## config.mk

```make
export PLATFORM = sky130hd
export DESIGN_NAME = gpio_subsystem
export DESIGN_NICKNAME = d
export VERILOG_FILES = /design/src/gpio_pkg.sv /design/src/gpio_reset_gen.sv /design/src/gpio_axil_decode.sv /design/src/gpio_regs.sv /design/src/gpio_axil_result.sv /design/src/gpio_pad_bank.sv /design/src/gpio_subsystem.sv
export VERILOG_INCLUDE_DIRS = /design/src
export SDC_FILE = /design/constraint.sdc
export NUM_CORES = 1
export LEC_CHECK = 0
export BUFFER_PORTS_ARGS = -buffer_cell sky130_fd_sc_hd__buf_2
export CORE_MARGIN = 1.5
export CORE_UTILIZATION = 47
export DETAILED_ROUTE_END_ITERATION = 12
export HOLD_SLACK_MARGIN = 0.05
export PLACE_DENSITY = 0.73
export SLEW_MARGIN = 25
export SYNTH_ARGS = -nofsm -noshare
export SYNTH_HDL_FRONTEND = slang
export SYNTH_SLANG_ARGS = --single-unit
```

## constraint.sdc

```tcl
create_clock -name clk_sys -period 2.99 [get_ports clk_sys]
set_input_delay 0.1495 -clock clk_sys [delete_from_list [all_inputs] [get_ports clk_sys]]
set_output_delay 0.1495 -clock clk_sys [all_outputs]
set_load 0.01 [all_outputs]
```

## src/gpio_pinmap.svh

```systemverilog
// Pad index map of the handheld console board, one bit position per named pad
`ifndef GPIO_PINMAP_SVH
`define GPIO_PINMAP_SVH

localparam int PIN_UART_TX    = 0;
localparam int PIN_UART_RX    = 1;
localparam int PIN_UART_RTS   = 2;
localparam int PIN_UART_CTS   = 3;
localparam int PIN_FLASH_MISO = 4;
localparam int PIN_FLASH_MOSI = 5;
localparam int PIN_FLASH_SCLK = 6;
localparam int PIN_FLASH_CS   = 7;
// Board inputs with pullups that are never driven
localparam int PIN_DPAD_U     = 8;
localparam int PIN_DPAD_D     = 9;
localparam int PIN_DPAD_L     = 10;
localparam int PIN_DPAD_R     = 11;
localparam int PIN_BTN_A      = 12;
localparam int PIN_LED        = 13;

`endif

```

## src/gpio_pkg.sv

```systemverilog
// Shared widths, register map, command structs and pin map of the GPIO subsystem
package gpio_pkg;

	`include "gpio_pinmap.svh"

	localparam int N_PADS = 14;
	typedef logic [N_PADS-1:0] pad_vec_t;

	// D-pad and button A are physically input only
	localparam pad_vec_t INPUT_ONLY_MASK = (N_PADS'(1) << PIN_DPAD_U) | (N_PADS'(1) << PIN_DPAD_D)
		| (N_PADS'(1) << PIN_DPAD_L) | (N_PADS'(1) << PIN_DPAD_R) | (N_PADS'(1) << PIN_BTN_A);

	localparam int W_ADDR = 8;
	localparam int W_DATA = 32;
	localparam int W_STRB = W_DATA / 8;

	localparam logic [W_ADDR-1:0] REG_OUT     = 8'h00;
	localparam logic [W_ADDR-1:0] REG_OE      = 8'h04;
	localparam logic [W_ADDR-1:0] REG_IN      = 8'h08;
	localparam logic [W_ADDR-1:0] REG_OUT_SET = 8'h0C;
	localparam logic [W_ADDR-1:0] REG_OUT_CLR = 8'h10;
	localparam logic [W_ADDR-1:0] REG_OUT_TGL = 8'h14;

	localparam int RESET_HOLD = 8;
	localparam int W_HOLD_CNT = $clog2(RESET_HOLD + 1);

	typedef enum logic [2:0] {
		SEL_OUT, SEL_OE, SEL_IN, SEL_OUT_SET, SEL_OUT_CLR, SEL_OUT_TGL, SEL_NONE
	} reg_sel_t;

	typedef struct packed {
		logic              valid;
		reg_sel_t          sel;
		logic [W_DATA-1:0] data;
		logic [W_STRB-1:0] strb;
	} wr_cmd_t;

	typedef struct packed {
		logic     valid;
		reg_sel_t sel;
	} rd_req_t;

	typedef enum logic [1:0] {
		RESP_OKAY   = 2'b00,
		RESP_SLVERR = 2'b10
	} resp_t;

endpackage

```

## src/gpio_reset_gen.sv

```systemverilog
// Reset stretcher that synchronises the board reset and holds it after release
`timescale 1ns/1ps

module gpio_reset_gen (
	input  logic clk_sys,
	input  logic arst_n,
	output logic rst_n
);
	import gpio_pkg::*;

	logic [1:0]            sync_q;
	logic [W_HOLD_CNT-1:0] cnt_q;

	always_ff @(posedge clk_sys or negedge arst_n) begin
		if (!arst_n) begin
			sync_q <= 2'b00;
			cnt_q  <= '0;
			rst_n  <= 1'b0;
		end else begin
			sync_q <= {sync_q[0], 1'b1};
			// Count only once the release has crossed the synchroniser
			if (sync_q[1] && !rst_n) begin
				if (cnt_q == W_HOLD_CNT'(RESET_HOLD - 1))
					rst_n <= 1'b1;
				else
					cnt_q <= cnt_q + 1'b1;
			end
		end
	end

	// Release comes no earlier than the full stretch after arst_n rises
	a_no_early_release: assert property (@(posedge clk_sys)
		$rose(rst_n) |-> arst_n && $past(arst_n, RESET_HOLD + 2));

endmodule

```

## src/gpio_axil_decode.sv

```systemverilog
// AXI4-Lite front end that accepts bus transfers and decodes them into register commands
`timescale 1ns/1ps

module gpio_axil_decode (
	input  logic                          clk_sys,
	input  logic                          rst_n,
	input  logic [gpio_pkg::W_ADDR-1:0]   awaddr,
	input  logic                          awvalid,
	output logic                          awready,
	input  logic [gpio_pkg::W_DATA-1:0]   wdata,
	input  logic [gpio_pkg::W_STRB-1:0]   wstrb,
	input  logic                          wvalid,
	output logic                          wready,
	input  logic [gpio_pkg::W_ADDR-1:0]   araddr,
	input  logic                          arvalid,
	output logic                          arready,
	input  logic                          b_free,
	input  logic                          r_free,
	output gpio_pkg::wr_cmd_t             wr_cmd,
	output gpio_pkg::rd_req_t             rd_req
);
	import gpio_pkg::*;

	function automatic reg_sel_t decode_sel(input logic [W_ADDR-1:0] addr, input logic is_wr);
		reg_sel_t sel;
		case (addr)
			REG_OUT:     sel = SEL_OUT;
			REG_OE:      sel = SEL_OE;
			// IN is read only so a write lands in a hole
			REG_IN:      sel = is_wr ? SEL_NONE : SEL_IN;
			REG_OUT_SET: sel = SEL_OUT_SET;
			REG_OUT_CLR: sel = SEL_OUT_CLR;
			REG_OUT_TGL: sel = SEL_OUT_TGL;
			default:     sel = SEL_NONE;
		endcase
		return sel;
	endfunction

	logic wr_go;
	logic rd_go;

	// Address and data are taken together with one transfer per free slot
	assign wr_go = awvalid && wvalid && b_free && !wr_cmd.valid;
	assign rd_go = arvalid && r_free && !rd_req.valid;

	always_ff @(posedge clk_sys or negedge rst_n) begin
		if (!rst_n) begin
			wr_cmd <= '0;
			rd_req <= '0;
		end else begin
			wr_cmd.valid <= wr_go;
			if (wr_go) begin
				wr_cmd.sel  <= decode_sel(awaddr, 1'b1);
				wr_cmd.data <= wdata;
				wr_cmd.strb <= wstrb;
			end
			rd_req.valid <= rd_go;
			if (rd_go)
				rd_req.sel <= decode_sel(araddr, 1'b0);
		end
	end

	// Ready pulses coincide with the registered command
	assign awready = wr_cmd.valid;
	assign wready  = wr_cmd.valid;
	assign arready = rd_req.valid;

	// The committed transfer is still offered and its response slot is still empty
	a_wr_slot: assert property (@(posedge clk_sys) disable iff (!rst_n)
		awready |-> awvalid && wvalid && b_free);
	a_rd_slot: assert property (@(posedge clk_sys) disable iff (!rst_n)
		arready |-> arvalid && r_free);

endmodule

```

## src/gpio_regs.sv

```systemverilog
// Execute stage holding the OUT and OE registers and applying decoded write commands
`timescale 1ns/1ps

module gpio_regs (
	input  logic               clk_sys,
	input  logic               rst_n,
	input  gpio_pkg::wr_cmd_t  wr_cmd,
	output gpio_pkg::pad_vec_t out_q,
	output gpio_pkg::pad_vec_t oe_q
);
	import gpio_pkg::*;

	// Expand byte strobes to one enable per pad bit
	function automatic pad_vec_t strb_mask(input logic [W_STRB-1:0] strb);
		pad_vec_t m;
		for (int i = 0; i < N_PADS; i++)
			m[i] = strb[i / 8];
		return m;
	endfunction

	pad_vec_t wbits;
	pad_vec_t wmask;
	pad_vec_t out_d;
	pad_vec_t oe_d;

	assign wbits = wr_cmd.data[N_PADS-1:0];
	assign wmask = strb_mask(wr_cmd.strb);

	always_comb begin
		out_d = out_q;
		oe_d  = oe_q;
		if (wr_cmd.valid) begin
			case (wr_cmd.sel)
				SEL_OUT:     out_d = (out_q & ~wmask) | (wbits & wmask);
				SEL_OUT_SET: out_d = out_q | (wbits & wmask);
				SEL_OUT_CLR: out_d = out_q & ~(wbits & wmask);
				SEL_OUT_TGL: out_d = out_q ^ (wbits & wmask);
				// Input-only pads can never be enabled
				SEL_OE:      oe_d  = ((oe_q & ~wmask) | (wbits & wmask)) & ~INPUT_ONLY_MASK;
				default:     ;
			endcase
		end
	end

	always_ff @(posedge clk_sys or negedge rst_n) begin
		if (!rst_n) begin
			out_q <= '0;
			oe_q  <= '0;
		end else begin
			out_q <= out_d;
			oe_q  <= oe_d;
		end
	end

	a_oe_input_only: assert property (@(posedge clk_sys) (oe_q & INPUT_ONLY_MASK) == '0);

endmodule

```

## src/gpio_axil_result.sv

```systemverilog
// Write and read response stage with the readback mux and response holding
`timescale 1ns/1ps

module gpio_axil_result (
	input  logic                        clk_sys,
	input  logic                        rst_n,
	input  gpio_pkg::wr_cmd_t           wr_cmd,
	input  gpio_pkg::rd_req_t           rd_req,
	input  gpio_pkg::pad_vec_t          out_q,
	input  gpio_pkg::pad_vec_t          oe_q,
	input  gpio_pkg::pad_vec_t          in_sync,
	output gpio_pkg::resp_t             bresp,
	output logic                        bvalid,
	input  logic                        bready,
	output logic [gpio_pkg::W_DATA-1:0] rdata,
	output gpio_pkg::resp_t             rresp,
	output logic                        rvalid,
	input  logic                        rready,
	output logic                        b_free,
	output logic                        r_free
);
	import gpio_pkg::*;

	logic [W_DATA-1:0] rd_mux;
	resp_t             rd_resp;

	always_comb begin
		rd_mux  = '0;
		rd_resp = RESP_OKAY;
		case (rd_req.sel)
			SEL_OUT:  rd_mux = W_DATA'(out_q);
			SEL_OE:   rd_mux = W_DATA'(oe_q);
			SEL_IN:   rd_mux = W_DATA'(in_sync);
			SEL_NONE: rd_resp = RESP_SLVERR;
			// Set, clear and toggle read back as zero
			default:  ;
		endcase
	end

	always_ff @(posedge clk_sys or negedge rst_n) begin
		if (!rst_n) begin
			bvalid <= 1'b0;
			rvalid <= 1'b0;
		end else begin
			bvalid <= wr_cmd.valid || (bvalid && !bready);
			rvalid <= rd_req.valid || (rvalid && !rready);
		end
	end

	always_ff @(posedge clk_sys) begin
		if (wr_cmd.valid)
			bresp <= (wr_cmd.sel == SEL_NONE) ? RESP_SLVERR : RESP_OKAY;
		if (rd_req.valid) begin
			rdata <= rd_mux;
			rresp <= rd_resp;
		end
	end

	assign b_free = !bvalid;
	assign r_free = !rvalid;

	a_rdata_hold: assert property (@(posedge clk_sys) disable iff (!rst_n)
		rvalid && !rready |=> $stable(rdata));

endmodule

```

## src/gpio_pad_bank.sv

```systemverilog
// Pad drive registers and the synchronised readback of every pad
`timescale 1ns/1ps

module gpio_pad_bank (
	input  logic               clk_sys,
	input  logic               rst_n,
	input  gpio_pkg::pad_vec_t out_q,
	input  gpio_pkg::pad_vec_t oe_q,
	input  gpio_pkg::pad_vec_t pad_in,
	output gpio_pkg::pad_vec_t pad_out,
	output gpio_pkg::pad_vec_t pad_oe,
	output gpio_pkg::pad_vec_t in_sync
);
	import gpio_pkg::*;

	pad_vec_t pad_rb;
	pad_vec_t sync_q;

	// A driven pad sees its own output level
	assign pad_rb = (pad_oe & pad_out) | (~pad_oe & pad_in);

	always_ff @(posedge clk_sys or negedge rst_n) begin
		if (!rst_n) begin
			pad_out <= '0;
			pad_oe  <= '0;
		end else begin
			pad_out <= out_q;
			pad_oe  <= oe_q;
		end
	end

	// Two flop synchroniser on the asynchronous pad levels
	always_ff @(posedge clk_sys or negedge rst_n) begin
		if (!rst_n) begin
			sync_q  <= '0;
			in_sync <= '0;
		end else begin
			sync_q  <= pad_rb;
			in_sync <= sync_q;
		end
	end

endmodule

```

## src/gpio_subsystem.sv

```systemverilog
// GPIO pad subsystem top with AXI4-Lite register access and the activity LEDs
`timescale 1ns/1ps

module gpio_subsystem (
	input  logic                        clk_sys,
	input  logic                        arst_n,
	input  logic [gpio_pkg::W_ADDR-1:0] awaddr,
	input  logic                        awvalid,
	output logic                        awready,
	input  logic [gpio_pkg::W_DATA-1:0] wdata,
	input  logic [gpio_pkg::W_STRB-1:0] wstrb,
	input  logic                        wvalid,
	output logic                        wready,
	output gpio_pkg::resp_t             bresp,
	output logic                        bvalid,
	input  logic                        bready,
	input  logic [gpio_pkg::W_ADDR-1:0] araddr,
	input  logic                        arvalid,
	output logic                        arready,
	output logic [gpio_pkg::W_DATA-1:0] rdata,
	output gpio_pkg::resp_t             rresp,
	output logic                        rvalid,
	input  logic                        rready,
	input  gpio_pkg::pad_vec_t          pad_in,
	output gpio_pkg::pad_vec_t          pad_out,
	output gpio_pkg::pad_vec_t          pad_oe,
	output logic [7:0]                  led
);
	import gpio_pkg::*;

	logic     rst_n;
	logic     b_free;
	logic     r_free;
	wr_cmd_t  wr_cmd;
	rd_req_t  rd_req;
	pad_vec_t out_q;
	pad_vec_t oe_q;
	pad_vec_t in_sync;

	gpio_reset_gen i_gpio_reset_gen (
		.clk_sys (clk_sys),
		.arst_n  (arst_n),
		.rst_n   (rst_n)
	);

	gpio_axil_decode i_gpio_axil_decode (
		.clk_sys (clk_sys),
		.rst_n   (rst_n),
		.awaddr  (awaddr),
		.awvalid (awvalid),
		.awready (awready),
		.wdata   (wdata),
		.wstrb   (wstrb),
		.wvalid  (wvalid),
		.wready  (wready),
		.araddr  (araddr),
		.arvalid (arvalid),
		.arready (arready),
		.b_free  (b_free),
		.r_free  (r_free),
		.wr_cmd  (wr_cmd),
		.rd_req  (rd_req)
	);

	gpio_regs i_gpio_regs (
		.clk_sys (clk_sys),
		.rst_n   (rst_n),
		.wr_cmd  (wr_cmd),
		.out_q   (out_q),
		.oe_q    (oe_q)
	);

	gpio_axil_result i_gpio_axil_result (
		.clk_sys (clk_sys),
		.rst_n   (rst_n),
		.wr_cmd  (wr_cmd),
		.rd_req  (rd_req),
		.out_q   (out_q),
		.oe_q    (oe_q),
		.in_sync (in_sync),
		.bresp   (bresp),
		.bvalid  (bvalid),
		.bready  (bready),
		.rdata   (rdata),
		.rresp   (rresp),
		.rvalid  (rvalid),
		.rready  (rready),
		.b_free  (b_free),
		.r_free  (r_free)
	);

	gpio_pad_bank i_gpio_pad_bank (
		.clk_sys (clk_sys),
		.rst_n   (rst_n),
		.out_q   (out_q),
		.oe_q    (oe_q),
		.pad_in  (pad_in),
		.pad_out (pad_out),
		.pad_oe  (pad_oe),
		.in_sync (in_sync)
	);

	// LED order follows the board with the UART lines shown active low
	assign led = {
		~pad_out[PIN_UART_TX],
		~in_sync[PIN_UART_RX],
		in_sync[PIN_DPAD_U],
		in_sync[PIN_DPAD_D],
		in_sync[PIN_DPAD_L],
		in_sync[PIN_DPAD_R],
		in_sync[PIN_BTN_A],
		pad_out[PIN_LED] & pad_oe[PIN_LED]
	};

endmodule

```

Word level (Yosys, flattened, before mapping) --
Index checks and enable logic that the tools add are counted.
Storage, ports and cells: register bits after elaboration 143, input port bits 73, word-level logic and storage cells 89
Cells by class: add/sub/neg operators 1, equal/unequal tests 18, mux-type cells 6, bitwise operators 18, reduce and logical (&&, ||, !) cells 26
Operator list (count):
- 14-bit AND | 6
- 14-bit bitwise OR | 4
- 14-bit case mux with 4 select lines | 1
- 14-bit NOT | 3
- 14-bit case mux with 3 select lines | 1
- 8-bit by 5-bit equality test with 1-bit output, second input constant | 4
- 8-bit by 4-bit equality test with 1-bit output, second input constant | 3
- 3-bit case mux with 6 select lines | 1
- 8-bit by 3-bit equality test with 1-bit output, second input constant | 2
- 8-bit zero test | 2
- 3-bit case mux with 5 select lines | 1
- 14-bit bitwise XOR | 1
- 3-bit equality test, second input constant | 4
- 1-bit logical AND | 8
- 2-bit AND reduction | 4
- 1-bit zero test | 7
- 3-bit by 1-bit equality test with 1-bit output, second input constant | 2
- 3-bit by 2-bit equality test with 1-bit output, second input constant | 2
- 3-bit zero test | 2
- 4-bit by 1-bit adder with 4-bit output, second input constant | 1
- 4-bit by 3-bit equality test with 1-bit output, second input constant | 1
- 2-bit two-way mux | 2
- 4-bit nonzero test | 1
- 1-bit NOT | 3
- 2 further kinds | 3

Longest topological paths before layout --
Gate-level depths: netlist (run 1).
depth after elaboration 4, depth in mapped cells 8, depth with buffers taken out 6

Hierarchy --
A second synthesis (run 1) with hierarchy kept.
Second synthesis, totals: cells, all modules 593, area total of the unflattened synthesis 6729.0 µm²
By module, submodules not included:
- gpio_regs | times used 1, cells an instance 197, area each 1811.7 µm², sequential area each 575.6 µm²
- gpio_axil_decode | times used 1, cells an instance 191, area each 1729.2 µm², sequential area each 1101.1 µm²
- gpio_pad_bank | times used 1, cells an instance 70, area each 1611.5 µm², sequential area each 1401.3 µm²
- gpio_axil_result | times used 1, cells an instance 110, area each 1262.5 µm², sequential area each 530.5 µm²
- gpio_reset_gen | times used 1, cells an instance 22, area each 300.3 µm², sequential area each 175.2 µm²
- gpio_subsystem | times used 1, cells an instance 3, area each 13.8 µm², sequential area each 0.0 µm²

Worst setup path after synthesis (run 1) --
Ideal clock, no wire load.
kind flip-flop to flip-flop, start register i_gpio_reset_gen.rst_n, end register i_gpio_reset_gen.cnt_q[1], setup time 0.125 ns, data arrival time 3.195 ns, required time 2.865 ns, path slack -0.329 ns, cell stages (with the launch flop) 3, period minus slack after synthesis 3.319 ns, path through dfrtp_1 a311o_1 mux2_2
Between the ends: longest elaborated chain between the ends 3
RTL lines:
- from (decl) | RTL line gpio_reset_gen.sv:7 | output logic rst_n
- from (signal assigned) | RTL line gpio_reset_gen.sv:18 | rst_n <= 1'b0;
- from (signal assigned) | RTL line gpio_reset_gen.sv:24 | rst_n <= 1'b1;
- 1-bit zero test (no line)
- 1-bit logical AND | RTL line gpio_reset_gen.sv:22 | if (sync_q[1] && !rst_n) begin
- 2-bit AND reduction (no line)
- to (signal assigned) | RTL line gpio_reset_gen.sv:26 | cnt_q <= cnt_q + 1'b1;
- to (decl) | RTL line gpio_reset_gen.sv:12 | logic [W_HOLD_CNT-1:0] cnt_q;
Every way passes these cells. A chain may end at the register's enable or synchronous reset.

Final worst setup path (run 1) --
start register, netlist name i_gpio_axil_decode.arready, end register, netlist name i_gpio_axil_decode.rd_req[0]
Between the ends: longest elaborated chain between the ends 2
RTL lines:
- 1-bit zero test | RTL line gpio_axil_decode.sv:44 | assign rd_go = arvalid && r_free && !rd_req.valid;
- 1-bit logical AND | RTL line gpio_axil_decode.sv:44
- named net i_gpio_axil_decode.rd_go | RTL line gpio_axil_decode.sv:40 | logic rd_go;
The timed path passes the listed nets, and every way through them passes these cells.

==> flow_metrics.py, run 1 <==
metrics = {
    "run_status": {
        "run_status": "completed",
    },
    "worst_setup_path": {
        "critical_path.top_delay_family": "buffers and inverters",
        "critical_path_required_ps": 3450,
        "critical_path_arrival_ps": 3090,
        "timing.critical_path.depth": 5,
        "crit_path_top_delay_cell": "dfrtp_1",
        "worst_case_reg_to_reg_path_depth": 5,
        "critical_path.cell_chain": "nor3b_2 > nand3_1 > dlygate4sd3_1 > o22ai_1 > dlygate4sd3_1",
        "timing.critical_path.slowest_cell_delay_ps": 670,
        "path_max_fanout": 18,
        "worst-path-buf-inv": 2,
        "startpoint_type": "flip-flop",
        "critPathKind": "reg2reg",
        "end_kind": "flip-flop",
        "cpMostUsedCell": "dlygate4sd3_1",
    },
    "die": {
        "die-width_um": 108.6,
        "dieHeight_um": 108.6,
        "core_area_mm2": 0.01084,
        "initial_utilization": 0.4833,
        "die_area_mm2": 0.01179,
        "num_io_pins": 150,
        "placement_rows": 38,
    },
    "placement": {
        "gpl.final_weighted_congestion": 0.7259,
        "dp_hpwl_um": 7059,
        "post-place-cells": 639,
        "pre_cts_ws_ps": 1180,
        "placement.cell_area_mm2": 0.005741,
        "place.port_buffers": 104,
    },
    "route": {
        "drt-wirelength-per-cell_um": 15.19,
        "post_route_wl_um": 10890,
        "first_pass_detailed_route_iteration_total": 4,
        "vias": 3638,
        "avgViaCountPerCell": 5.074,
        "ant_nets": 0,
        "post-route-drc-count": 0,
        "initialDrtViolationCount": 153,
    },
    "clocking": {
        "post_cts.resized_instances": 0,
        "clock-sinks": 123,
        "postCtsSetupRepairBufs": 0,
        "number_of_buffers_created_by_cts": 17,
        "cts_root_buf": "clkbuf_8",
        "clock_transition_at_path_regs_ps": 60,
        "number_of_h_tree_levels": 4,
        "worstSkewPairLatency_ps": 520,
        "cts_tree": "yes",
        "clock_tree_buf_depth": 2,
    },
    "sta": {
        "setup_slack_ps": 358.1,
        "period_share": 0.8802,
        "clock-skew-final_ps": 8.333,
        "setup_viol": 0,
        "max_frequency_mhz": 379.9,
        "tightest_slew_ps": 781.4,
        "maxSlewHeadroom": 0.4791,
        "rsz_0062_raised_after_global_routing": "no",
        "final.setup.tns_ps": 0,
        "drv_slew": 0,
        "hold_viol": 0,
        "finalCriticalPeriod_ps": 2632,
        "timing.hold.ws_ps": 70.54,
    },
    "worst_hold_path": {
        "hold_depth": 5,
        "worst_hold_path_type": "in2reg",
    },
    "logic_synthesis": {
        "ys.warnings.count": 0,
        "synthCells": 415,
        "synth_edf_count": 16,
        "main_flop_type_after_synthesis": "dfrtp_1",
        "ys_async_sr_fraction": 0.8699,
        "synth_cell_type_count": 44,
        "synth_area_per_cell_um2": 12.62,
        "synth.yosys.seq_area_share": 0.6028,
        "ys_seq_elements": 123,
        "mappedNetlistArea_mm2": 0.005239,
    },
    "pwr": {
        "worst_ir_drop_vdd_v": 0.0004169,
        "power_density_mw_per_mm2": 748.2,
        "leakage_nw": 3.281,
        "totalPowerFinal_mw": 5.098,
    },
    "global_routing": {
        "busiest_layer": "met2",
        "global_route.overflow_total": 0,
        "met2_usage": 0.3199,
        "vias_in_the_first_global_route": 3642,
        "met3_usage": 0.06148,
        "grt_antenna_before_repair": 0,
        "first_pass_grt_wire_length_um": 17730,
        "gr-usage-met1": 0.2600,
        "largest_net_degree_at_the_start_of_global_routing": 56,
        "grt_util_all_layers": 0.2020,
    },
    "run": {
        "cap_viol_max_count": 0,
    },
    "finish": {
        "fraction_of_final_layout_cells_with_drive_strength_greater_than_1": 0.3137,
        "nFillCells": 863,
        "post_layout_util": 0.6285,
        "final_cells": 717,
        "final_cell_area_mm2": 0.006813,
        "insertedDiodeCount": 0,
        "finalNetCount": 653,
        "synthToLayoutAreaGrowth_pct": 30.05,
    },
}
==> cells in the final DEF, fill, tap and decap left out, types with 2 or more instances in the layout <==
cell type / instances
o22ai_1: 2
clkinv_1: 2
a22o_1: 6
clkinv_2: 5
nand3_1: 7
nand2b_1: 5
nor2b_1: 4
o211ai_1: 13
inv_1: 7
dlygate4sd3_1: 47
buf_4: 5
ha_1: 15
buf_2: 104
nor2_1: 29
nand2_1: 37
a21oi_1: 13
xnor2_1: 3
nor3_1: 8
clkbuf_16: 16
conb_1: 26
o21ai_0: 8
a21o_1: 2
mux2_2: 35
and3_1: 2
clkbuf_8: 2
edfxtp_1: 16
dfrtp_1: 106
a32o_1: 7
bufinv_16: 4
mux2i_1: 20
==> Yosys cell counts, types with 2 or more instances <==
cell,count,area [µm²]
buf_2,5,25.02
nor2_1,29,108.9
ha_1,15,187.7
o211ai_1,13,97.59
and3_1,2,12.51
o21ai_0,8,40.04
nor2b_1,4,25.02
a21o_1,2,15.01
nand3_1,7,35.03
edfxtp_1,16,480.5
a32o_1,7,70.07
mux2i_1,20,200.2
a22o_1,6,52.55
xnor2_1,3,26.28
nor3_1,8,40.04
nand2_1,37,138.9
mux2_2,35,394.1
a21oi_1,13,65.06
inv_1,7,26.28
nand2b_1,5,31.28
clkbuf_1,5,18.77
conb_1,2,7.510
o22ai_1,2,12.51
buf_4,38,285.3
dfrtp_1,107,2678
==> worst reg2reg max path: cells and delay by family (launching register included) <==
| kind | cells | cell delay [ps] |
|---|---|---|
| buf+inv | 2 | 1160 |
| compound gates | 1 | 120 |
| flops | 1 | 670 |
| simple gates | 2 | 630 |
==> worst paths after layout <==
| path | start | end | slack (ps) |
|---|---|---|---|
| min in group asynchronous | i_gpio_reset_gen.rst_n$_DFFE_PN0P_ | i_gpio_axil_decode.wr_cmd[7]$_DFFE_PN0P_ | 370 |
| setup / recovery | i_gpio_axil_decode.arready$_DFF_PN0_ | i_gpio_axil_decode.rd_req[0]$_DFFE_PN0P_ | 360 |
| hold reg to reg | i_gpio_pad_bank.sync_q[5]$_DFF_PN0_ | i_gpio_pad_bank.in_sync[5]$_DFF_PN0_ | 340 |
| max in group asynchronous | i_gpio_reset_gen.rst_n$_DFFE_PN0P_ | i_gpio_pad_bank.sync_q[5]$_DFF_PN0_ | 1570 |
| hold / removal | awaddr[0] | i_gpio_axil_decode.wr_cmd[37]$_DFFE_PN0P_ | 70 |
| setup reg to reg | i_gpio_axil_decode.arready$_DFF_PN0_ | i_gpio_axil_decode.rd_req[0]$_DFFE_PN0P_ | 360 |
==> sequential cells by signal, summed over array words and instances (netlist names), 2 cells and up, named ones only <==
| register | count |
|---|---|
| i_gpio_axil_decode.rd_req | 3 |
| i_gpio_axil_decode.wr_cmd | 19 |
| i_gpio_axil_result.rdata | 14 |
| i_gpio_pad_bank.in_sync | 14 |
| i_gpio_pad_bank.pad_oe | 9 |
| i_gpio_pad_bank.pad_out | 14 |
| i_gpio_pad_bank.sync_q | 14 |
| i_gpio_regs.out_q | 14 |
| i_gpio_reset_gen.cnt_q | 4 |
| i_gpio_reset_gen.sync_q | 2 |
==> report_power, final <==
part	internal, mW	switching (mW)
Sequential	1.90	0.359
Clock	1.36	0.705
Combinational	0.383	0.385
Total	3.65	1.45
==> per-layer routing <==
layer / vias up / share of wire
met1: 1771 / 0.44
met4: 0 / 0.018
met3: 18 / 0.066
met5: - / 0
li1: 1705 / -
met2: 144 / 0.47
==> layout make-up <==
| class | count | area, µm² | share of cell area |
|---|---|---|---|
| clock inverters | 13 | 173.9 | 0.02553 |
| repair buffers | 156 | 1028 | 0.1510 |
| clock buffers | 18 | 427.9 | 0.06281 |
| flip-flops and latches | 123 | 3162 | 0.4641 |
| inverters | 8 | 30.03 | 0.004408 |
| well taps | 140 | 175.2 | 0.02571 |
| multi-input cells | 259 | 1815 | 0.2665 |
==> logic make-up after synthesis <==
group | count (synthesis) | synth area share
XOR/XNOR | 3 | 0.005016
buffers and inverters | 57 | 0.07069
AO/OA/AOI/OAI | 58 | 0.07858
multiplexers | 55 | 0.1134
AND/OR/NAND/NOR | 102 | 0.09219
adder cells (fa/ha/maj) | 15 | 0.03583
flip-flops | 123 | 0.6028
other | 2 | 0.001434
==> repair_timing <==
action / 4_1_cts / 5_1_grt
hold endpoints to repair: 46 / 0
setup endpoints to repair: 0 / 0
hold buffers: 47 / 0
No activity file was read; power rests on OpenSTA's default activity.
==> run 2: changes to the inputs <==
- ABC_AREA: not set -> 1
- CORE_UTILIZATION: 47 -> 48
- PLACE_DENSITY: 0.73 -> 0.74
==> flow_metrics.py, run 2 <==
metrics = {
    "clocking": {
        "clock_transition_at_path_regs_ps": 50,
        "cts_root_buf": "clkbuf_16",
        "clock-sinks": 123,
        "worstSkewPairLatency_ps": 420,
        "number_of_h_tree_levels": 4,
        "cts_tree": "yes",
        "postCtsSetupRepairBufs": 0,
        "number_of_buffers_created_by_cts": 17,
        "clock_tree_buf_depth": 2,
        "post_cts.resized_instances": 0,
    },
    "pwr": {
        "worst_ir_drop_vdd_v": 0.0005509,
        "power.internal_mw": 3.722,
        "clock_power_share": 0.355,
        "leakage_nw": 3.589,
        "power_density_mw_per_mm2": 807.1,
        "power.switching_fraction": 0.3416,
        "power_switching_mw": 1.931,
        "power.combinational.fraction": 0.227,
        "power.share.sequential": 0.418,
    },
    "route": {
        "avgViaCountPerCell": 5.134,
        "post_route_wl_um": 13080,
        "vias": 4605,
        "post-route-drc-count": 0,
        "drt-wirelength-per-cell_um": 14.59,
        "ant_nets": 0,
        "first_pass_detailed_route_iteration_total": 5,
        "initialDrtViolationCount": 405,
    },
    "logic_synthesis": {
        "synth_edf_count": 16,
        "ys_async_sr_fraction": 0.8699,
        "synth.yosys.seq_area_share": 0.5605,
        "synth_largest_type_area_fraction": 0.4752,
        "mappedNetlistArea_mm2": 0.005634,
        "synth_area_per_cell_um2": 9.191,
        "main_flop_type_after_synthesis": "dfrtp_1",
        "ys.warnings.count": 0,
        "synth_cell_type_count": 31,
        "synth_commonest_cells": "nand2_1 (134), dfrtp_1 (107), nand3_1 (65)",
        "netlist_top_cells_area": "dfrtp_1 (48%), nand2_1 (8.9%), edfxtp_1 (8.5%), nand3_1 (5.8%), buf_4 (4.8%)",
        "yosys.cell_count.top_type": "nand2_1",
        "synthCells": 613,
        "synth_area_leader_cell": "dfrtp_1",
        "ys_seq_elements": 123,
    },
    "sta": {
        "hold_viol": 0,
        "tightest_slew_ps": 881.6,
        "clock-skew-final_ps": 7.494,
        "final.setup.tns_ps": 0,
        "finalCriticalPeriod_ps": 2103,
        "max_frequency_mhz": 475.5,
        "drv_slew": 0,
        "maxSlewHeadroom": 0.4123,
        "rsz_0062_raised_after_global_routing": "no",
        "period_share": 0.7034,
        "setup_viol": 0,
    },
    "global_routing": {
        "global_route.overflow_total": 0,
        "grt_antenna_before_repair": 0,
        "gr-usage-met1": 0.2881,
        "met2_usage": 0.3787,
        "vias_in_the_first_global_route": 4719,
        "met3_usage": 0.06750,
        "first_pass_grt_wire_length_um": 22490,
        "largest_net_degree_at_the_start_of_global_routing": 71,
        "busiest_layer": "met2",
        "grt_util_all_layers": 0.2295,
    },
    "placement": {
        "placement.cell_area_mm2": 0.006080,
        "dp_hpwl_um": 8375,
        "gpl.final_weighted_congestion": 0.7795,
        "place.port_buffers": 104,
    },
    "run": {
        "cap_viol_max_count": 0,
    },
    "finish": {
        "largest_register": "i_gpio_axil_decode.wr_cmd",
        "finalNetCount": 829,
        "insertedDiodeCount": 0,
        "layout_common_cells": "nand2_1 (134), dfrtp_1 (106), buf_2 (104), nand3_1 (65), inv_1 (63)",
        "synthToLayoutAreaGrowth_pct": 24.32,
        "nFillCells": 996,
        "mostFrequentLayoutCell": "nand2_1",
        "largest_reg_flops": 19,
        "fraction_of_final_layout_cells_with_drive_strength_greater_than_1": 0.2069,
        "final_cell_area_mm2": 0.007004,
    },
    "worst_setup_path": {
        "critical_path_arrival_ps": 2370,
        "worst_case_reg_to_reg_path_depth": 5,
        "critPathKind": "reg2reg",
        "end_kind": "flip-flop",
        "path_max_fanout": 20,
        "critical_path_required_ps": 3260,
        "startpoint_type": "flip-flop",
    },
    "worst_hold_path": {
        "worst_hold_path_type": "in2async",
    },
    "die": {
        "core_area_mm2": 0.01142,
        "initial_utilization": 0.4934,
        "placement_rows": 39,
        "num_io_pins": 150,
        "die_area_mm2": 0.01240,
        "die-width_um": 111.3,
        "dieHeight_um": 111.3,
    },
    "run_status": {
        "run_status": "completed",
    },
}
-- run 2: routing by layer --
metal | up-vias | wire, µm
met5 | - | 0
met1 | 2201 | 5406
met3 | 17 | 963
li1 | 2193 | -
met2 | 194 | 6546
met4 | 0 | 166
-- run 2: layout make-up --
class,count,area (µm²),share of cell area
sequential,123,3162,0.4514
multi-input combinational,390,1933,0.2760
timing repair buffer,143,898.4,0.1283
clock buffer,24,491.7,0.07020
inverter,66,247.7,0.03537
tap,143,178.9,0.02554
clock inverter,8,92.59,0.01322
-- run 2: power groups by stage --
stage               logic (mW)  clock network, mW  registers (mW)
finish                    1.28               2.01            2.37
global route              1.51               2.11            2.43
CTS                       1.30               2.03            2.37
detailed placement        1.24                  0            2.40
global placement          1.19                  0            2.38
floorplan                0.744                  0            2.45
-- run 2: per-stage QoR --
step,worst slack (ps),power (mW),std cells,utilization,hold WS (ps)
global placement,1048,3.570,831,0.5324,-14.58
detailed placement,986.3,3.644,831,0.5324,-10.25
floorplan,783.4,3.190,637,-,-146.1
finish,887.0,5.653,897,0.6134,87.30
CTS,945.7,5.704,897,0.6134,74.36
global route,715.5,6.054,897,0.6134,90.39
-- run 2: critical path: stages, from the launching register on --
cell and delay (ps):
dfrtp_1 870, nand2_1 200, nor3_2 210, nand2_1 410, nand2_1 180, o21ai_1 90
-- run 2: cell families (layout without fill, tap and decap cells) --
logic type                 count (synthesis)  after routing  synth area share
muxes                                      7              7           0.01399
buffers and inverters                    124            241            0.1124
AOI/OAI and AO/OA                         73             73           0.06951
other                                      2             26          0.001333
adders and majority gates                 15             15           0.03331
and+or+nand+nor                          267            267            0.2059
DFF                                      123            123            0.5605
xor gates and xnor gates                   2              2          0.003110
-- run 2: timing repair --
action / 4_1_cts / 5_1_grt
setup endpoints to repair: 0 / 0
hold buffers: 34 / 0
endpoints found under the hold margin: 40 / 0
-- run 2: final timing paths --
kind / start / end / slack (ps)
setup / recovery: i_gpio_axil_decode.wr_cmd[36]$_DFFE_PN0P_ / flip-flop / 890
max in group asynchronous: i_gpio_reset_gen.rst_n$_DFFE_PN0P_ / async pin / 1500
min in group clk_sys: awaddr[2] / i_gpio_axil_decode.wr_cmd[36]$_DFFE_PN0P_ / 90
hold / removal: arst_n / i_gpio_reset_gen.sync_q[0]$_DFF_PN0_ / 90
setup reg to reg: i_gpio_axil_decode.wr_cmd[36]$_DFFE_PN0P_ / flip-flop / 890
hold reg to reg: i_gpio_reset_gen.rst_n$_DFFE_PN0P_ / i_gpio_axil_result.bvalid$_DFF_PN0_ / 260
